File: src/eeprom_pkg.sv
package eeprom_pkg;

    // 2K x 8 part, top three address bits ride in the device-select byte
    localparam int ADDR_W = 11;
    localparam int DATA_W = 8;

    // fixed code of the serial EEPROM family
    localparam logic [3:0] DEV_CODE = 4'b1010;

    // device-select byte, raw for the wire, fields for building and decoding
    typedef union packed {
        logic [7:0] raw;
        struct packed {
            logic [3:0] dev_code;
            logic [2:0] block;      // addr[10:8]
            logic       rw;         // 1 = read
        } f;
    } dev_select_t;

    // one shifter operation, one bit time for start and stop,
    // nine bit times for the byte operations
    typedef enum logic [2:0] {
        OP_START,
        OP_SEND,        // 8 bits out, ack sampled on the ninth
        OP_RECV_ACK,    // 8 bits in, ninth bit driven low
        OP_RECV_NACK,   // 8 bits in, ninth bit left high
        OP_STOP
    } shift_op_t;

endpackage

File: src/i2c_byte_shifter.sv
`timescale 1ns/1ns
module i2c_byte_shifter import eeprom_pkg::*; #(
    parameter int QUARTER_CYCLES = 2
) (
    input  logic       CLK,
    input  logic       RESET,
    input  shift_op_t  op,
    input  logic [7:0] op_byte,
    input  logic       op_start,
    input  logic       sda_in,
    output logic       op_done,
    output logic       ack_seen,
    output logic [7:0] rx_byte,
    output logic       scl_oe,
    output logic       sda_oe
);

    localparam int QW = (QUARTER_CYCLES > 1) ? $clog2(QUARTER_CYCLES) : 1;

    logic            busy;
    shift_op_t       op_r;
    logic [QW-1:0]   q_cnt;
    logic [1:0]      phase;     // 0 scl low, 1-2 scl high, 3 scl low
    logic [3:0]      bit_cnt;
    logic [7:0]      sh_reg;
    logic            ack_r;
    logic            q_end;
    logic            last_bit;
    logic            recv;

    assign q_end    = (q_cnt == QW'(QUARTER_CYCLES - 1));
    assign last_bit = (op_r == OP_START) || (op_r == OP_STOP) || (bit_cnt == 4'd8);
    assign recv     = (op_r == OP_RECV_ACK) || (op_r == OP_RECV_NACK);

    // pin levels for one quarter, returns {scl_oe, sda_oe}
    function automatic logic [1:0] pin_levels(input shift_op_t o, input logic [1:0] ph,
                                              input logic [3:0] bn, input logic tx_bit);
        logic scl_low;
        logic sda_low;
        scl_low = (ph == 2'd0) || (ph == 2'd3);
        case (o)
            OP_START:
                sda_low = ph[1];            // falls while scl high
            OP_STOP:
            begin
                sda_low = !ph[1];           // rises while scl high
                if (ph == 2'd3)
                    scl_low = 1'b0;         // leave the bus idle
            end
            OP_SEND:
                sda_low = (bn < 4'd8) ? !tx_bit : 1'b0;
            OP_RECV_ACK:
                sda_low = (bn == 4'd8);
            default:
                sda_low = 1'b0;
        endcase
        return {scl_low, sda_low};
    endfunction

    always_ff @(posedge CLK)
    begin
        if (RESET)
        begin
            busy    <= 1'b0;
            q_cnt   <= '0;
            phase   <= 2'd0;
            bit_cnt <= 4'd0;
            op_done <= 1'b0;
            scl_oe  <= 1'b0;
            sda_oe  <= 1'b0;
        end
        else
        begin
            op_done <= 1'b0;
            if (op_start)
            begin
                busy    <= 1'b1;
                q_cnt   <= '0;
                phase   <= 2'd0;
                bit_cnt <= 4'd0;
                {scl_oe, sda_oe} <= pin_levels(op, 2'd0, 4'd0, op_byte[7]);
            end
            else if (busy)
            begin
                if (!q_end)
                    q_cnt <= q_cnt + 1'b1;
                else
                begin
                    q_cnt <= '0;
                    if (phase != 2'd3)
                    begin
                        phase <= phase + 2'd1;
                        {scl_oe, sda_oe} <= pin_levels(op_r, phase + 2'd1, bit_cnt, sh_reg[7]);
                    end
                    else if (last_bit)
                    begin
                        busy    <= 1'b0;    // pins hold until the next op
                        op_done <= 1'b1;
                    end
                    else
                    begin
                        phase   <= 2'd0;
                        bit_cnt <= bit_cnt + 4'd1;
                        // sh_reg shifts on this edge, so the next bit is [6]
                        {scl_oe, sda_oe} <= pin_levels(op_r, 2'd0, bit_cnt + 4'd1, sh_reg[6]);
                    end
                end
            end
        end
    end

    always_ff @(posedge CLK)
    begin
        if (op_start)
        begin
            op_r   <= op;
            sh_reg <= op_byte;
        end
        else if (busy && q_end)
        begin
            if (phase == 2'd1 && recv && bit_cnt < 4'd8)
                sh_reg <= {sh_reg[6:0], sda_in};    // sample mid scl high
            if (phase == 2'd1 && op_r == OP_SEND && bit_cnt == 4'd8)
                ack_r <= !sda_in;
            if (phase == 2'd3 && op_r == OP_SEND)
                sh_reg <= {sh_reg[6:0], 1'b0};
        end
    end

    assign ack_seen = ack_r;
    assign rx_byte  = sh_reg;

    // controller must wait for op_done before the next op
    a_no_overlap: assert property (@(posedge CLK) disable iff (RESET)
        op_start |-> !busy);

endmodule

File: config.mk
export PLATFORM = sky130hd
export DESIGN_NAME = i2c_byte_shifter
export DESIGN_NICKNAME = d
export VERILOG_FILES = /design/src/eeprom_pkg.sv /design/src/i2c_byte_shifter.sv
export SDC_FILE = /design/constraint.sdc
export NUM_CORES = 1
export LEC_CHECK = 0
export ABC_AREA = 1
export BUFFER_PORTS_ARGS = -buffer_cell sky130_fd_sc_hd__buf_4
export CAP_MARGIN = 10
export CORE_ASPECT_RATIO = 0.7
export CORE_UTILIZATION = 45
export DETAILED_ROUTE_END_ITERATION = 8
export GPL_TIMING_DRIVEN = 1
export PLACE_DENSITY = 0.71
export REMOVE_ABC_BUFFERS = 1
export SYNTH_ARGS = -nofsm -noshare
export SYNTH_HDL_FRONTEND = slang
export SYNTH_SLANG_ARGS = --single-unit
export TNS_END_PERCENT = 30
File: constraint.sdc
create_clock -name CLK -period 2.17 [get_ports CLK]
set_input_delay 0.217 -clock CLK [delete_from_list [all_inputs] [get_ports CLK]]
set_output_delay 0.217 -clock CLK [all_outputs]
set_load 0.01 [all_outputs]
==> results.txt <==
relative slew slack -> 75.99%
Worst Hold Margin -> 0.1333 ns
CP arrival -> 1.68 ns
crit path capture type -> flop
first-pass GRT wire length -> 4.195 mm
Detailed Place HPWL -> 1.994 mm
Period minus WS final -> 1.521 ns
Power Density -> 568.4 mW/mm2
P&R area growth vs syn -> 22.84%
I/O pin cnt -> 27
Req. time, crit path -> 2.33 ns
input/output buffers -> 26
CP max FO -> 6
Core ar. -> 0.002534 mm2
P_leak -> 0.7151 nW
sequential area share after synthesis -> 46.68%
Final Skew -> 0.006063 ns
total congestion overflow -> 0
Critical Path Start Type -> flop
Overall Global Routing Usage -> 19.11%
CTS resizes -> 0
initial antenna violation count -> 0
fmax -> 657.6 MHz
worst slew pin tran -> 0.3589 ns
Design Area, Final -> 0.001528 mm2
max incr delay on CP -> 0.44 ns
Fin Setup TNS -> 0 ns
die area -> 0.002981 mm2
outcome -> completed
n_diodes -> 0
WL per Instance -> 12.00 um
fin crit share -> 70.07%
largest net degree at the start of global routing -> 17
htree depth -> 1
Antenna Nets Post-Route -> 0
ratio of cells with drive above 1 in the final layout -> 25.56%
slowest CP cell -> dfxtp_1
Avg Synthesized Cell Area -> 8.236 um2
Max Slew Vio Count -> 0
RSZ-0062 raised after global routing -> false
Pre-antenna DRT Iters -> 5
vias in the first global route -> 909
VDD IR max -> 454.2 uV
CTS Sinks -> 23
via count -> 1063
CTS clk-pin slew, worst paths -> 0.08 ns
fin util -> 60.30%
TritonCTS Buffers -> 3
Routed WL -> 2.568 mm
num rows -> 15
largest delay contributor family on the critical path -> flip-flops
Worst-Skew Late Latency -> 0.27 ns
total power -> 0.0008683 W
unique cell type count in the Yosys netlist -> 25
violation count after the first detailed-route iteration -> 71
Die X -> 64.84 um
Yosys warnings -> 0
Layout Nets -> 203
placed inst area -> 0.001481 mm2
Initial Utilization -> 49.09%
FF+latch count, synth -> 23
post-CTS setup buffer count -> 0
CP cell instances -> inv_1 -> ha_1 -> nand3_2 -> nand2_4 -> nor3_4 -> inv_2 -> o21ai_1 -> a21oi_1
final setup vio count -> 0
worst hold path class -> input port to flop
Die Y -> 45.99 um
root buffer cell -> clkbuf_8
Hold-fix buffers, CTS -> 0
vias per cell -> 4.967
final hold viol count -> 0
gpl congestion -> 0.8946
clk buf depth -> 2
area of the mapped netlist -> 0.001244 mm2
Syn Inst Count -> 151
CTS tree -> done
WS Path Type -> flop to flop
Remaining DRCs -> 0
critical path buffer and inverter count -> 2
max cap viols -> 0
==> layout make-up <==
type / instances / area (um2)
Fill cell: 235 / 1006
Sequential cell: 23 / 580.6
Multi-Input combinational cell: 102 / 565.5
Timing Repair Buffer: 27 / 202.7
Inverter: 24 / 90.09
Tap cell: 34 / 42.54
Clock buffer: 3 / 41.29
Clock inverter: 1 / 5.005
==> final timing paths <==
check / end / cells past startpoint / slack, ns / start
max reg2reg: bit_cnt[1]$_SDFFE_PP0P_ / 8 / 0.65 / bit_cnt[0]$_SDFFE_PP0P_
min: busy$_SDFF_PP0_ / 2 / 0.13 / RESET
max: bit_cnt[1]$_SDFFE_PP0P_ / 8 / 0.65 / bit_cnt[0]$_SDFFE_PP0P_
min reg2reg: busy$_SDFF_PP0_ / 2 / 0.50 / busy$_SDFF_PP0_
==> stage by stage <==
stage | worst slack (ns) | cells
floorplan | 0.5362 | 149
global placement | 0.7433 | 210
detailed placement | 0.6780 | 210
global route | 0.5438 | 214
CTS | 0.6673 | 214
finish | 0.6494 | 214
==> layer usage <==
layer	vias up	routed length, um	global-route usage [%]
met2	25	1164	30.63
met4	0	17	4.000
met1	486	1292	26.00
met3	5	95	5.250
li1	547	-	-
met5	-	0	0
==> report_power, final <==
part           switching, W  internal [W]  leakage, nW
logic             0.0000603     0.0000509        0.486
clock network      0.000138      0.000128       0.0255
registers         0.0000127      0.000479        0.204
total              0.000211      0.000658        0.715
==> registers in the layout, summed over array words and instances, names as in the netlist <==
signal and cells:
busy 1, bit_cnt 4, op_r 3, rx_byte 8, scl_oe 1, sda_oe 1, op_done 1, q_cnt 1
ack_seen 1, phase 2
==> cells in the final DEF, fill, tap and decap left out, drive strengths merged <==
| master | count |
|---|---|
| a211oi | 1 |
| a21oi | 8 |
| a31oi | 1 |
| buf | 27 |
| clkbuf | 3 |
| clkinv | 1 |
| dfxtp | 11 |
| edfxtp | 12 |
| ha | 7 |
| inv | 24 |
| nand2 | 42 |
| nand3 | 8 |
| nand4 | 5 |
| nor2 | 13 |
| nor3 | 5 |
| o21a | 1 |
| o21ai | 10 |
| xnor2 | 1 |
==> cell usage after synthesis, drive strengths merged <==
cell / n / area share, %
o21ai: 10 / 4.0
inv: 24 / 7.2
nor3: 5 / 3.3
xnor2: 1 / 0.70
clkbuf: 2 / 0.60
nand3: 8 / 3.6
a211oi: 1 / 0.60
a31oi: 1 / 0.50
a21oi: 8 / 3.5
o21a: 1 / 0.60
nand4: 5 / 2.5
dfxtp: 11 / 18
nor2: 13 / 4.1
nand2: 42 / 15
ha: 7 / 7.0
edfxtp: 12 / 29
==> logic make-up after synthesis <==
family	Yosys count	share of synthesized area (%)
AOI/OAI and AO/OA	21	9.256
xor gates and xnor gates	1	0.7044
adders and majority gates	7	7.042
buffers and inverters	26	7.848
DFF	23	46.68
and+or+nand+nor	73	28.47
No activity file was read; power rests on OpenSTA's default activity.
