--- config.mk ---
export PLATFORM = sky130hd
export DESIGN_NAME = eeprom_ctrl
export DESIGN_NICKNAME = d
export VERILOG_FILES = /design/src/eeprom_pkg.sv /design/src/eeprom_ctrl.sv
export SDC_FILE = /design/constraint.sdc
export NUM_CORES = 1
export LEC_CHECK = 0
export ABC_CLOCK_PERIOD_IN_PS = 2700
export BUFFER_PORTS_ARGS = -buffer_cell sky130_fd_sc_hd__clkbuf_2
export CAP_MARGIN = 40
export CORE_MARGIN = 5
export CORE_UTILIZATION = 40
export CTS_BUF_LIST = sky130_fd_sc_hd__clkbuf_16
export CTS_CLUSTER_SIZE = 16
export DETAILED_ROUTE_END_ITERATION = 10
export HOLD_SLACK_MARGIN = 0.03
export PLACE_DENSITY = 0.78
export SLEW_MARGIN = 20
export SYNTH_ARGS = -nofsm -noshare
export SYNTH_HDL_FRONTEND = slang
export SYNTH_SLANG_ARGS = --single-unit
export TNS_END_PERCENT = 100
--- constraint.sdc ---
create_clock -name CLK -period 2.7 [get_ports CLK]
set_clock_uncertainty 0.15 [all_clocks]
set_input_delay 0 -clock CLK [delete_from_list [all_inputs] [get_ports CLK]]
set_output_delay 0 -clock CLK [all_outputs]
set_load 0.01 [all_outputs]
--- src/eeprom_pkg.sv ---
package eeprom_pkg;

    // 2K x 8 part, top three address bits ride in the device-select byte
    localparam int ADDR_W = 11;
    localparam int DATA_W = 8;

    // fixed code of the serial EEPROM family
    localparam logic [3:0] DEV_CODE = 4'b1010;

    // device-select byte, raw for the wire, fields for building and decoding
    typedef union packed {
        logic [7:0] raw;
        struct packed {
            logic [3:0] dev_code;
            logic [2:0] block;      // addr[10:8]
            logic       rw;         // 1 = read
        } f;
    } dev_select_t;

    // one shifter operation, one bit time for start and stop,
    // nine bit times for the byte operations
    typedef enum logic [2:0] {
        OP_START,
        OP_SEND,        // 8 bits out, ack sampled on the ninth
        OP_RECV_ACK,    // 8 bits in, ninth bit driven low
        OP_RECV_NACK,   // 8 bits in, ninth bit left high
        OP_STOP
    } shift_op_t;

endpackage

--- src/eeprom_ctrl.sv ---
`timescale 1ns/1ns
module eeprom_ctrl import eeprom_pkg::*; (
    input  logic              CLK,
    input  logic              RESET,
    input  logic              req_wr,
    input  logic              req_rd,
    input  logic [ADDR_W-1:0] req_addr,
    input  logic [DATA_W-1:0] req_wdata,
    input  logic              op_done,
    input  logic              ack_seen,
    input  logic [7:0]        rx_byte,
    output logic              done,
    output logic              done_nack,
    output logic [DATA_W-1:0] done_rdata,
    output shift_op_t         op,
    output logic [7:0]        op_byte,
    output logic              op_start
);

    localparam logic [3:0] S_IDLE    = 4'd0;
    localparam logic [3:0] S_START   = 4'd1;
    localparam logic [3:0] S_CTRL_W  = 4'd2;
    localparam logic [3:0] S_ADDR_LO = 4'd3;
    localparam logic [3:0] S_DATA_W  = 4'd4;
    localparam logic [3:0] S_RESTART = 4'd5;
    localparam logic [3:0] S_CTRL_R  = 4'd6;
    localparam logic [3:0] S_DATA_R  = 4'd7;
    localparam logic [3:0] S_STOP    = 4'd8;

    logic [3:0]  state;
    logic        wait_op;       // op issued, waiting for op_done
    logic        is_read;
    logic        nack_flag;     // sticky for the whole transaction
    dev_select_t dsel;

    always_comb
    begin
        dsel.f.dev_code = DEV_CODE;
        dsel.f.block    = req_addr[ADDR_W-1:8];
        dsel.f.rw       = (state == S_CTRL_R);
    end

    // every non-idle state issues exactly one shifter op
    assign op_start = (state != S_IDLE) && !wait_op;

    always_comb
    begin
        op      = OP_STOP;
        op_byte = 8'h00;
        case (state)
            S_START, S_RESTART:
                op = OP_START;
            S_CTRL_W, S_CTRL_R:
            begin
                op      = OP_SEND;
                op_byte = dsel.raw;
            end
            S_ADDR_LO:
            begin
                op      = OP_SEND;
                op_byte = req_addr[7:0];
            end
            S_DATA_W:
            begin
                op      = OP_SEND;
                op_byte = req_wdata;
            end
            S_DATA_R:
                op = OP_RECV_NACK;      // single byte read ends with nack
            default:
                op = OP_STOP;
        endcase
    end

    always_ff @(posedge CLK)
    begin
        if (RESET)
        begin
            state     <= S_IDLE;
            wait_op   <= 1'b0;
            is_read   <= 1'b0;
            nack_flag <= 1'b0;
            done      <= 1'b0;
        end
        else
        begin
            done <= 1'b0;
            if (op_start)
                wait_op <= 1'b1;
            if (state == S_IDLE)
            begin
                // skip the done cycle, the request is still up then
                if ((req_wr || req_rd) && !done)
                begin
                    state     <= S_START;
                    is_read   <= req_rd;
                    nack_flag <= 1'b0;
                end
            end
            else if (op_done)
            begin
                wait_op <= 1'b0;
                if (op == OP_SEND && !ack_seen)
                    nack_flag <= 1'b1;
                case (state)
                    S_START:
                        state <= S_CTRL_W;
                    S_CTRL_W:
                        state <= ack_seen ? S_ADDR_LO : S_STOP;
                    S_ADDR_LO:
                        if (!ack_seen)
                            state <= S_STOP;
                        else
                            state <= is_read ? S_RESTART : S_DATA_W;
                    S_DATA_W:
                        state <= S_STOP;
                    S_RESTART:
                        state <= S_CTRL_R;
                    S_CTRL_R:
                        state <= ack_seen ? S_DATA_R : S_STOP;
                    S_DATA_R:
                        state <= S_STOP;
                    default:
                    begin
                        state <= S_IDLE;
                        done  <= 1'b1;
                    end
                endcase
            end
        end
    end

    always_ff @(posedge CLK)
    begin
        if (op_done && state == S_DATA_R)
            done_rdata <= rx_byte;
        if (op_done && state == S_STOP)
            done_nack <= nack_flag;
    end

    a_rd_wr_excl: assert property (@(posedge CLK) disable iff (RESET)
        !(req_wr && req_rd));

    // arbiter keeps the request up for the whole transaction
    a_req_held: assert property (@(posedge CLK) disable iff (RESET)
        (state != S_IDLE) |-> (req_wr || req_rd));

endmodule

==> results.sh <==
export IMPL_status="complete, no violations"
export IMPL_dp_hpwl_um=1870
export IMPL_antenna_left=0
export IMPL_cp_slowest_stage_delay_ns=0.69
export IMPL_slowest_stage="or4_1"
export IMPL_synthDistinctLibCells=40
export IMPL_grt_overflow=0
export IMPL_crit_buf_inv=1
export IMPL_cts_resized_gates=0
export IMPL_cts_root_buf="clkbuf_16"
export IMPL_grt_pass1_wl_um=3950
export IMPL_fin_crit_sh_pct=94.3
export IMPL_synthCells=98
export IMPL_yosys_register_bits=17
export IMPL_die_h_um=58.0
export IMPL_cts_tree="yes"
export IMPL_grt_pass1_vias=873
export IMPL_final_max_slew_viol_count=0
export IMPL_clock_sinks=17
export IMPL_hold_viol=0
export IMPL_slew_headroom_pct=60.4
export IMPL_cp_max_fo=17
export IMPL_clkLatencyLatePin_ns=0.24
export IMPL_rows=17
export IMPL_worstSetupPathType="reg -> reg"
export IMPL_drc=0
export IMPL_start_util_pct=41.7
export IMPL_ys_flop_type="edfxtp_1"
export IMPL_die_area_um2=3370
export IMPL_antenna_found_initial=0
export IMPL_portBuffers=54
export IMPL_end_kind="register"
export IMPL_timing_fmax_ghz=0.393
export IMPL_ys_warn_count=0
export IMPL_cp_required_ns=2.74
export IMPL_track_usage_pct=14.7
export IMPL_ios=55
export IMPL_syn2layout_area_growth_pct=53.5
export IMPL_core_um2=2210
export IMPL_fin_ws_ns=0.154
export IMPL_gp_congestion=0.806
export IMPL_tightest_slew_ns=0.593
export IMPL_synth_edf_count=9
export IMPL_post_cts_buffers=0
export IMPL_peakVddDrop_mv=0.380
export IMPL_die_w_um=58.0
export IMPL_layout_min_cycle_time_ns=2.55
export IMPL_cts_hold_buf=14
export IMPL_arrival_ns=2.58
export IMPL_setup_viol=0
export IMPL_clkTransAtPathRegs_ns=0.05
export IMPL_first_iter_violations=21
export IMPL_path_delay_family="simple AND/OR/NAND/NOR gates"
export IMPL_layout_drive_gt1_share_pct=38.3
export IMPL_antenna_cells=0
export IMPL_cts_buffers=3
export IMPL_grt_start_max_net_pins=19
export IMPL_cts_max_level=1
export IMPL_nNetsFinal=196
export IMPL_via_per_inst=5.07
export IMPL_syn_nets=131
export IMPL_ys_seq_area_share_pct=46.7
export IMPL_hp_class="in -> reg"
export IMPL_crit_chain="or4_1 -> or3_1 -> a221oi_2 -> dlygate4sd3_1"
export IMPL_p_leak_nw=0.651
export IMPL_drt_wl_total_um=2460
export IMPL_rsz0062_at_grt="false"
export IMPL_max_clock_path_buffers=2
export IMPL_startpoint_type="register"
export IMPL_drv_cap=0
export IMPL_fin_tns_setup_ns=0
export IMPL_async_flop_share_pct=0
export IMPL_dr_pass1_iters=4
export IMPL_pwr_density_cell_nw_per_um2=608
export IMPL_num_vias=963
export IMPL_preCtsSetupSlack_ns=0.704
export IMPL_avgSynthCellArea_um2=9.41
export IMPL_wl_per_cell_um=13.0
export IMPL_n_fill_cell=196
export IMPL_synth_area_um2=922
==> synth_stat cells (2+ instances only) <==
library cell	n	area share, %
nand3b_1	2	1.6
nor2b_1	6	4.1
inv_1	3	1.2
a22oi_1	4	3.3
nand2_1	11	4.5
a211oi_1	3	2.4
a221o_1	2	2.2
edfxtp_1	9	29
o21ai_0	2	1.1
dfxtp_1	8	17
clkbuf_1	7	2.8
a21oi_1	4	2.2
nor3_1	3	1.6
nor2_1	6	2.4
a22o_1	2	1.9
or3_1	2	1.4
==> where the power goes <==
| part | internal (mW) | total, mW | switching (mW) |
|---|---|---|---|
| sequential | 0.292 | 0.333 | 0.0414 |
| combinational | 0.130 | 0.243 | 0.113 |
| clock | 0.196 | 0.283 | 0.0874 |
==> worst reg2reg max path: stages (launching register included) <==
cell	delay [ns]
dfxtp_1	0.46
or4_1	0.69
or3_1	0.42
a221oi_2	0.21
dlygate4sd3_1	0.57
==> path summary, 6_finish.rpt <==
kind / start / cells past startpoint / end / slack, ns
setup / recovery: state[3] / 4 / state[0] / 0.15
hold / removal: ack_seen / 3 / state[2] / 0.04
setup reg to reg: state[3] / 4 / state[0] / 0.15
hold reg to reg: nack_flag / 0 / done_nack / 0.29
==> per-stage QoR <==
step	instance area [um^2]	cells	power (mW)	util, %	hold slack [ns]
2_1_floorplan	922	98	0.484	-	-0.0511
3_3_place_gp	1200	172	0.546	54.1	0.0275
3_5_place_dp	1200	172	0.555	54.1	0.0292
4_1_cts	1420	190	0.865	64.0	0.0322
5_1_grt	1420	190	0.908	64.0	0.0699
6_report	1420	190	0.860	64.0	0.0392
==> placed cells by master, fill, tap and decap left out, drive strengths merged, types with 2 or more instances in the layout <==
master	netlist	layout
nor3	3	3
a211oi	3	3
nor2b	6	6
o21ai	3	3
edfxtp	9	9
a21oi	4	4
or3	2	2
inv	3	4
clkbuf	7	57
nand2	11	11
nand3b	2	2
a22oi	4	4
nor2	6	6
dfxtp	8	8
buf	3	2
a22o	2	2
dlygate4sd3	0	14
a221o	2	2
==> state kept, by name, summed over array words and instances (netlist names), named ones only <==
register and flops:
done_rdata 8, state 4, done 1, done_nack 1, is_read 1, nack_flag 1
==> cell type report <==
type	count	area (um^2)	share of cell area, %
clock buffers	3	75.1	5.31
multi-input cells	68	434	30.7
flip-flops and latches	17	430	30.4
clock inverters	1	3.75	0.265
repair buffers	70	425	30.1
well taps	28	35.0	2.48
inverters	3	11.3	0.796
==> layer usage <==
| layer | global-route usage [%] | wire (um) | part of all wire (%) | vias to the layer above |
|---|---|---|---|---|
| li1 | - | - | - | 493 |
| met1 | 17.7 | 978 | 40 | 428 |
| met5 | 0 | 0 | 0 | - |
| met2 | 26.3 | 1280 | 52 | 40 |
| met3 | 2.45 | 181 | 7.3 | 2 |
| met4 | 4.97 | 27 | 1.1 | 0 |
==> cell families after synthesis <==
| group | count (synthesis) | synth area share [%] |
|---|---|---|
| AOI/OAI and AO/OA | 27 | 21.8 |
| buffers and inverters | 13 | 6.24 |
| DFF | 17 | 46.7 |
| and+or+nand+nor | 41 | 25.2 |
Power figures use the tool's default switching activity.
