==> src/eeprom_pkg.sv <==
package eeprom_pkg;

    // 2K x 8 part, top three address bits ride in the device-select byte
    localparam int ADDR_W = 11;
    localparam int DATA_W = 8;

    // fixed code of the serial EEPROM family
    localparam logic [3:0] DEV_CODE = 4'b1010;

    // device-select byte, raw for the wire, fields for building and decoding
    typedef union packed {
        logic [7:0] raw;
        struct packed {
            logic [3:0] dev_code;
            logic [2:0] block;      // addr[10:8]
            logic       rw;         // 1 = read
        } f;
    } dev_select_t;

    // one shifter operation, one bit time for start and stop,
    // nine bit times for the byte operations
    typedef enum logic [2:0] {
        OP_START,
        OP_SEND,        // 8 bits out, ack sampled on the ninth
        OP_RECV_ACK,    // 8 bits in, ninth bit driven low
        OP_RECV_NACK,   // 8 bits in, ninth bit left high
        OP_STOP
    } shift_op_t;

endpackage

==> src/bus_arbiter.sv <==
`timescale 1ns/1ns
module bus_arbiter import eeprom_pkg::*; (
    input  logic              CLK,
    input  logic              RESET,
    input  logic              wr_0,
    input  logic              rd_0,
    input  logic [ADDR_W-1:0] addr_0,
    input  logic [DATA_W-1:0] wdata_0,
    output logic              ack_0,
    output logic              nack_0,
    output logic [DATA_W-1:0] rdata_0,
    input  logic              wr_1,
    input  logic              rd_1,
    input  logic [ADDR_W-1:0] addr_1,
    input  logic [DATA_W-1:0] wdata_1,
    output logic              ack_1,
    output logic              nack_1,
    output logic [DATA_W-1:0] rdata_1,
    output logic              req_wr,
    output logic              req_rd,
    output logic [ADDR_W-1:0] req_addr,
    output logic [DATA_W-1:0] req_wdata,
    input  logic              done,
    input  logic              done_nack,
    input  logic [DATA_W-1:0] done_rdata
);

    logic busy;
    logic grant;        // 1 = client 1 owns the controller
    logic last;         // client served most recently
    logic want_0;
    logic want_1;

    assign want_0 = wr_0 || rd_0;
    assign want_1 = wr_1 || rd_1;

    always_ff @(posedge CLK)
    begin
        if (RESET)
        begin
            busy  <= 1'b0;
            grant <= 1'b0;
            last  <= 1'b1;      // client 0 wins the first tie
        end
        else if (!busy)
        begin
            if (want_0 || want_1)
            begin
                busy  <= 1'b1;
                grant <= (want_0 && want_1) ? !last : want_1;
            end
        end
        else if (done)
        begin
            busy <= 1'b0;
            last <= grant;
        end
    end

    assign req_wr    = busy && (grant ? wr_1 : wr_0);
    assign req_rd    = busy && (grant ? rd_1 : rd_0);
    assign req_addr  = grant ? addr_1 : addr_0;
    assign req_wdata = grant ? wdata_1 : wdata_0;

    assign ack_0   = done && busy && !grant;
    assign ack_1   = done && busy && grant;
    assign nack_0  = ack_0 && done_nack;
    assign nack_1  = ack_1 && done_nack;
    assign rdata_0 = done_rdata;
    assign rdata_1 = done_rdata;

    // granted client keeps its request up until its ack
    a_grant_held: assert property (@(posedge CLK) disable iff (RESET)
        busy |-> (grant ? want_1 : want_0));

endmodule

==> config.mk <==
export PLATFORM = sky130hd
export DESIGN_NAME = bus_arbiter
export DESIGN_NICKNAME = d
export VERILOG_FILES = /design/src/eeprom_pkg.sv /design/src/bus_arbiter.sv
export SDC_FILE = /design/constraint.sdc
export NUM_CORES = 1
export LEC_CHECK = 0
export ABC_AREA = 1
export BUFFER_PORTS_ARGS = -buffer_cell sky130_fd_sc_hd__clkbuf_2
export CAP_MARGIN = 10
export CORE_MARGIN = 2
export CORE_UTILIZATION = 29
export CTS_BUF_LIST = sky130_fd_sc_hd__clkbuf_16
export DETAILED_ROUTE_END_ITERATION = 8
export GPL_TIMING_DRIVEN = 0
export MAX_ROUTING_LAYER = met4
export PLACE_DENSITY = 0.84
export SLEW_MARGIN = 10
export SYNTH_ARGS = -nofsm -noshare
export SYNTH_HDL_FRONTEND = slang
export SYNTH_SLANG_ARGS = --single-unit
==> constraint.sdc <==
create_clock -name CLK -period 1.3 [get_ports CLK]
set_input_delay 0.065 -clock CLK [delete_from_list [all_inputs] [get_ports CLK]]
set_output_delay 0.065 -clock CLK [all_outputs]
set_load 0.02 [all_outputs]
==> metrics.txt, run 1 <==
outcome complete, no violations; worst r2r dst last$_SDFFE_PP1N_; largest net degree at the start of global routing 11; die height 48.3 um; synthesized area per cell 5.16 um^2; Final WS setup 0.0739 ns; fin crit share 94.3%; number of remaining DRC errors 0; share of power burned in registers 10.4%; Crit-path slowest cell dfxtp_1; CP max stage delay 0.30 ns; vias in the first global route 615; H-tree lvl count 1; Switching Share 33.2%; YS warnings 0; Max-cap violations 0; Buf/Inv on CP 4; number of port buffers 86; arrival time of the worst setup path 1.16 ns; Clock Power Share 47.4%; min Tclk post-route 1.23 ns; routed wire length 1850 um; Vias/cell 3.92; worst slack at placement 0.285 ns; FMAX 816 MHz; min-delay src RESET; R2R setup slack 0.51 ns; Hold Path Class in2reg; Mapped Nets 164; PD cells 914 nW/um^2; ANT cells 0; CTS Hold Bufs 0; Leak 0.757 nW; endpoints failing hold 0; Global Route Usage Sum 14.5%; area of the core 1900 um^2; CP startpoint grant$_SDFFE_PP0P_; GRT overflow 0; Synth Cell Area 568 um^2; largest fanout on the critical path 10; final setup violation count 0; reg2reg start busy$_SDFF_PP0_; Crit. End Element output pin; DP HPWL 1610 um; TritonCTS clock tree done; row cnt 16; RSZ-0062 raised after global routing false; critical path data required time 1.24 ns; Clock Root Buffer clkbuf_16; drt pass-1 iters 3; Final #Nets 255; via count 890; Layout fillers 186; Hold Slack 0.0300 ns; clock slew at reported path FFs 0.03 ns; register area share after synthesis 10.6%; synthesized flop and latch total 3; DIE WIDTH 48.3 um; gpl congestion 0.717; cells after synthesis 110; Worst slew margin 89.8%; hold path endpoint grant$_SDFFE_PP0P_; first-pass GRT wire length 2290 um; measured slew at the worst slew-check pin 0.153 ns; switching power 0.340 mW; io pins 95; CTS sink cnt 3; ANT nets after route 0; Overall Power 1.02 mW; Clock Path Buffers 2; delay-heaviest family, CP buffers and inverters; initial antenna violation count 0; CP Cell Sequence buf_6, inv_4, buf_6, nor2_1, nor2_1, clkbuf_2; FF-to-FF path depth 3; share of cells above drive strength 1 58.0%; area of the multi-input gates 327 um^2; Die ar. 2330 um^2; CP Depth 6; WL per Instance 8.15 um; Initial Utilization 29.9%; Int Pwr 0.684 mW; Final Skew 0.00149 ns; kind of critical path reg2out; combinational share of power 42.3%; P&R area growth vs syn 97.4%; Sequential cell area 61.3 um^2; peak supply drop 930 uV; Worst-Skew Late Latency 0.22 ns; First DRT Iteration DRCs 3; CTS Buf Count 3; Max Slew Vio Count 0; Startpoint Class register; setup TNS 0 ns; Hold Crit Depth 2; Post-CTS Setup Repair Bufs 0; Distinct cells, synth 15
-- stage by stage --
step / area (um^2) / instances / util (%)
2_1_floorplan: 568 / 110 / -
5_1_grt: 1120 / 227 / 58.9
3_5_place_dp: 1030 / 223 / 54.3
3_3_place_gp: 1030 / 223 / 54.3
6_report: 1120 / 227 / 58.9
4_1_cts: 1110 / 227 / 58.4
-- worst reg2reg max path: stages, from the launching register on --
cell and delay (ns):
dfxtp_2 0.37, nand2_2 0.11, a21oi_1 0.14, nand2_1 0.06
-- Yosys cell counts, drive strengths merged --
cell | count | share of area, %
nand2 | 63 | 42
buf | 21 | 28
nor2 | 10 | 8.4
inv | 5 | 3.7
o21ai | 4 | 3.5
a21oi | 3 | 2.6
dfxtp | 3 | 11
nor3 | 1 | 0.88
-- logic make-up after synthesis --
group	after synthesis	synth area share, %
buf+inv	26	31.9
simple gates	74	51.3
compound gates	7	6.17
flops	3	10.6
-- repair_timing --
item / 4_1_cts / 5_1_grt
gates resized for setup: 0 / 5
endpoints found under the hold margin: 0 / 0
setup endpoints to repair: 0 / 10
-- state kept, by name, indices dropped and copies added, names as in the netlist --
register,count
grant,1
last,1
busy,1
-- how the worst max path moves through the flow --
stage	slack, ns	end
after global placement	0.30	req_wr
after floorplan	0.27	nack_0
after detailed placement	0.28	req_addr[9]
after CTS	0.04	req_addr[9]
final	0.07	req_wr
after global routing	0.006	req_wdata[4]
-- cells in the final DEF (no fill, tap or decap), drive strengths merged --
cell type	n
o21ai	4
buf	20
dfxtp	3
nand2	63
nor3	1
nor2	10
clkbuf	90
a21oi	3
inv	6
-- per-layer routing --
| layer | global-route usage [%] | routed length (um) | up-vias |
|---|---|---|---|
| met5 | - | 0 | - |
| li1 | - | - | 493 |
| met3 | 2.96 | 185 | 4 |
| met2 | 25.8 | 952 | 44 |
| met4 | 10.8 | 31 | 0 |
| met1 | 13.3 | 682 | 349 |
-- final cells by class --
class / instances / area share (%)
repair buffers: 86 / 38.4
plain buffers: 21 / 15.1
clock buffers: 3 / 6.70
flip-flops and latches: 3 / 5.47
clock inverters: 1 / 0.335
multi-input cells: 81 / 29.1
inverters: 5 / 1.90
well taps: 27 / 3.01
-- power by group through the flow --
| stage | Clock [mW] | Combinational [mW] | Sequential [mW] |
|---|---|---|---|
| after floorplan | 0 | 0.266 | 0.105 |
| after global routing | 0.511 | 0.484 | 0.107 |
| after global placement | 0 | 0.430 | 0.107 |
| after CTS | 0.495 | 0.435 | 0.106 |
| after detailed placement | 0 | 0.434 | 0.107 |
| final | 0.485 | 0.433 | 0.106 |
Power figures use the tool's default switching activity.
==> run 2, diff against run 1 <==
- REMOVE_ABC_BUFFERS: unset -> 1
- SKIP_LAST_GASP: unset -> 1
==> metrics.txt, run 2 (same netlist as run 1, synthesis figures left out) <==
CTS sink cnt 3; initial antenna violation count 0; final setup violation count 0; row cnt 16; kind of critical path reg2out; met3 routed WL 287 um; CP Cell Sequence nand2_2, nor2_4, inv_2, nor2_2, clkbuf_2; met1 WL 641 um; share of cells above drive strength 1 49.4%; ANT nets after route 0; via count 807; fin util 47.2%; outcome complete, no violations; ANT cells 0; Vias/cell 4.18; WL per Instance 8.92 um; measured slew at the worst slew-check pin 0.228 ns; routed wire length 1720 um; FMAX 821 MHz; Buf/Inv on CP 2; number of remaining DRC errors 0; TritonCTS clock tree done; CTS Buf Count 3; DP HPWL 1330 um; Final WS setup 0.0822 ns; PD cells 1010 nW/um^2; Crit-path slowest cell dfxtp_1; RSZ-0062 raised after global routing false; peak supply drop 522 uV; Leak 0.604 nW; Hold Slack 0.0251 ns; area of the multi-input gates 327 um^2; drt pass-1 iters 1; placed insts 186; CP max stage delay 0.42 ns; most common cell after layout, fill and taps aside clkbuf_2; Final #Nets 221; area of the core 1900 um^2; First DRT Iteration DRCs 0; worst slack at placement -0.350 ns; arrival time of the worst setup path 1.15 ns; Worst-Skew Late Latency 0.22 ns; GRT overflow 0; fin crit share 93.7%; first-pass GRT wire length 2300 um; endpoints failing hold 0; gpl congestion 0.681; largest fanout on the critical path 7; Clock Root Buffer clkbuf_16; Sequential cell area 63.8 um^2; Global Route Usage Sum 14.7%; critical path data required time 1.24 ns; clock slew at reported path FFs 0.03 ns; top flop regs busy (1), grant (1), last (1); min Tclk post-route 1.22 ns; most frequent cells in the layout clkbuf_2 (69), nand2_1 (62), nor2_1 (8); P&R area growth vs syn 57.9%; delay-heaviest family, CP flip-flops; number of port buffers 70; Initial Utilization 29.9%; Startpoint Class register; Hold Path Class in2reg; Max-cap violations 0; Crit. End Element output pin; Max Slew Vio Count 0; vias in the first global route 608; Worst slew margin 84.8%; DIE WIDTH 48.3 um; Final Skew 0.000689 ns; Layout Cells excl Fill 193; Overall Power 0.908 mW; H-tree lvl count 1; Clock Path Buffers 2; Layout fillers 216; die height 48.3 um; Routed met2 length 794 um; io pins 95; top sig layer met3; Die ar. 2330 um^2; largest net degree at the start of global routing 23
[run 2: changes by cell type in the layout (fill, tap and decap cells not counted)]
cell	before	now
clkbuf_4	2	0
clkbuf_2	85	69
dfxtp_4	0	1
buf_4	16	3
dfxtp_2	1	0
buf_6	3	0
[run 2: final timing paths]
kind                            slack (ns)               from                 end  depth (start not counted)
worst min-delay path                  0.03              RESET  grant$_SDFFE_PP0P_                          2
worst max register to register        0.44    busy$_SDFF_PP0_   last$_SDFFE_PP1N_                          3
worst min register to register        0.46  last$_SDFFE_PP1N_   last$_SDFFE_PP1N_                          2
worst max-delay path                  0.08    busy$_SDFF_PP0_              nack_1                          5
[run 2: layout make-up]
cell class                 count  area share (%)
sequential                     3            7.11
tap                           27            3.77
inverter                       5            2.37
clock buffer                   3            8.37
multi-input combinational     81            36.4
timing repair buffer          73            41.6
clock inverter                 1           0.418
[run 2: through the flow]
stage,TNS [ns],instance area (um^2)
2_1_floorplan,-0.126,408
3_3_place_gp,-5.17,792
3_5_place_dp,-5.41,792
4_1_cts,0,882
5_1_grt,0,897
6_report,0,897
[run 2: layer usage]
metal | global-route usage [%] | vias to the layer above
met4 | 4.86 | 0
li1 | - | 426
met2 | 22.1 | 61
met3 | 11.5 | 0
met1 | 14.3 | 320
met5 | - | -
[run 2: power by group]
| group | switching (mW) | internal [mW] |
|---|---|---|
| combinational | 0.195 | 0.131 |
| sequential | 0.00907 | 0.0992 |
| clock | 0.0776 | 0.396 |
| total | 0.282 | 0.627 |
[run 2: repair_timing]
item / in CTS / in global routing
setup buffers: 1 / 2
resized for setup: 2 / 1
endpoints found under the setup margin: 26 / 10
hold buffers: 0 / 0
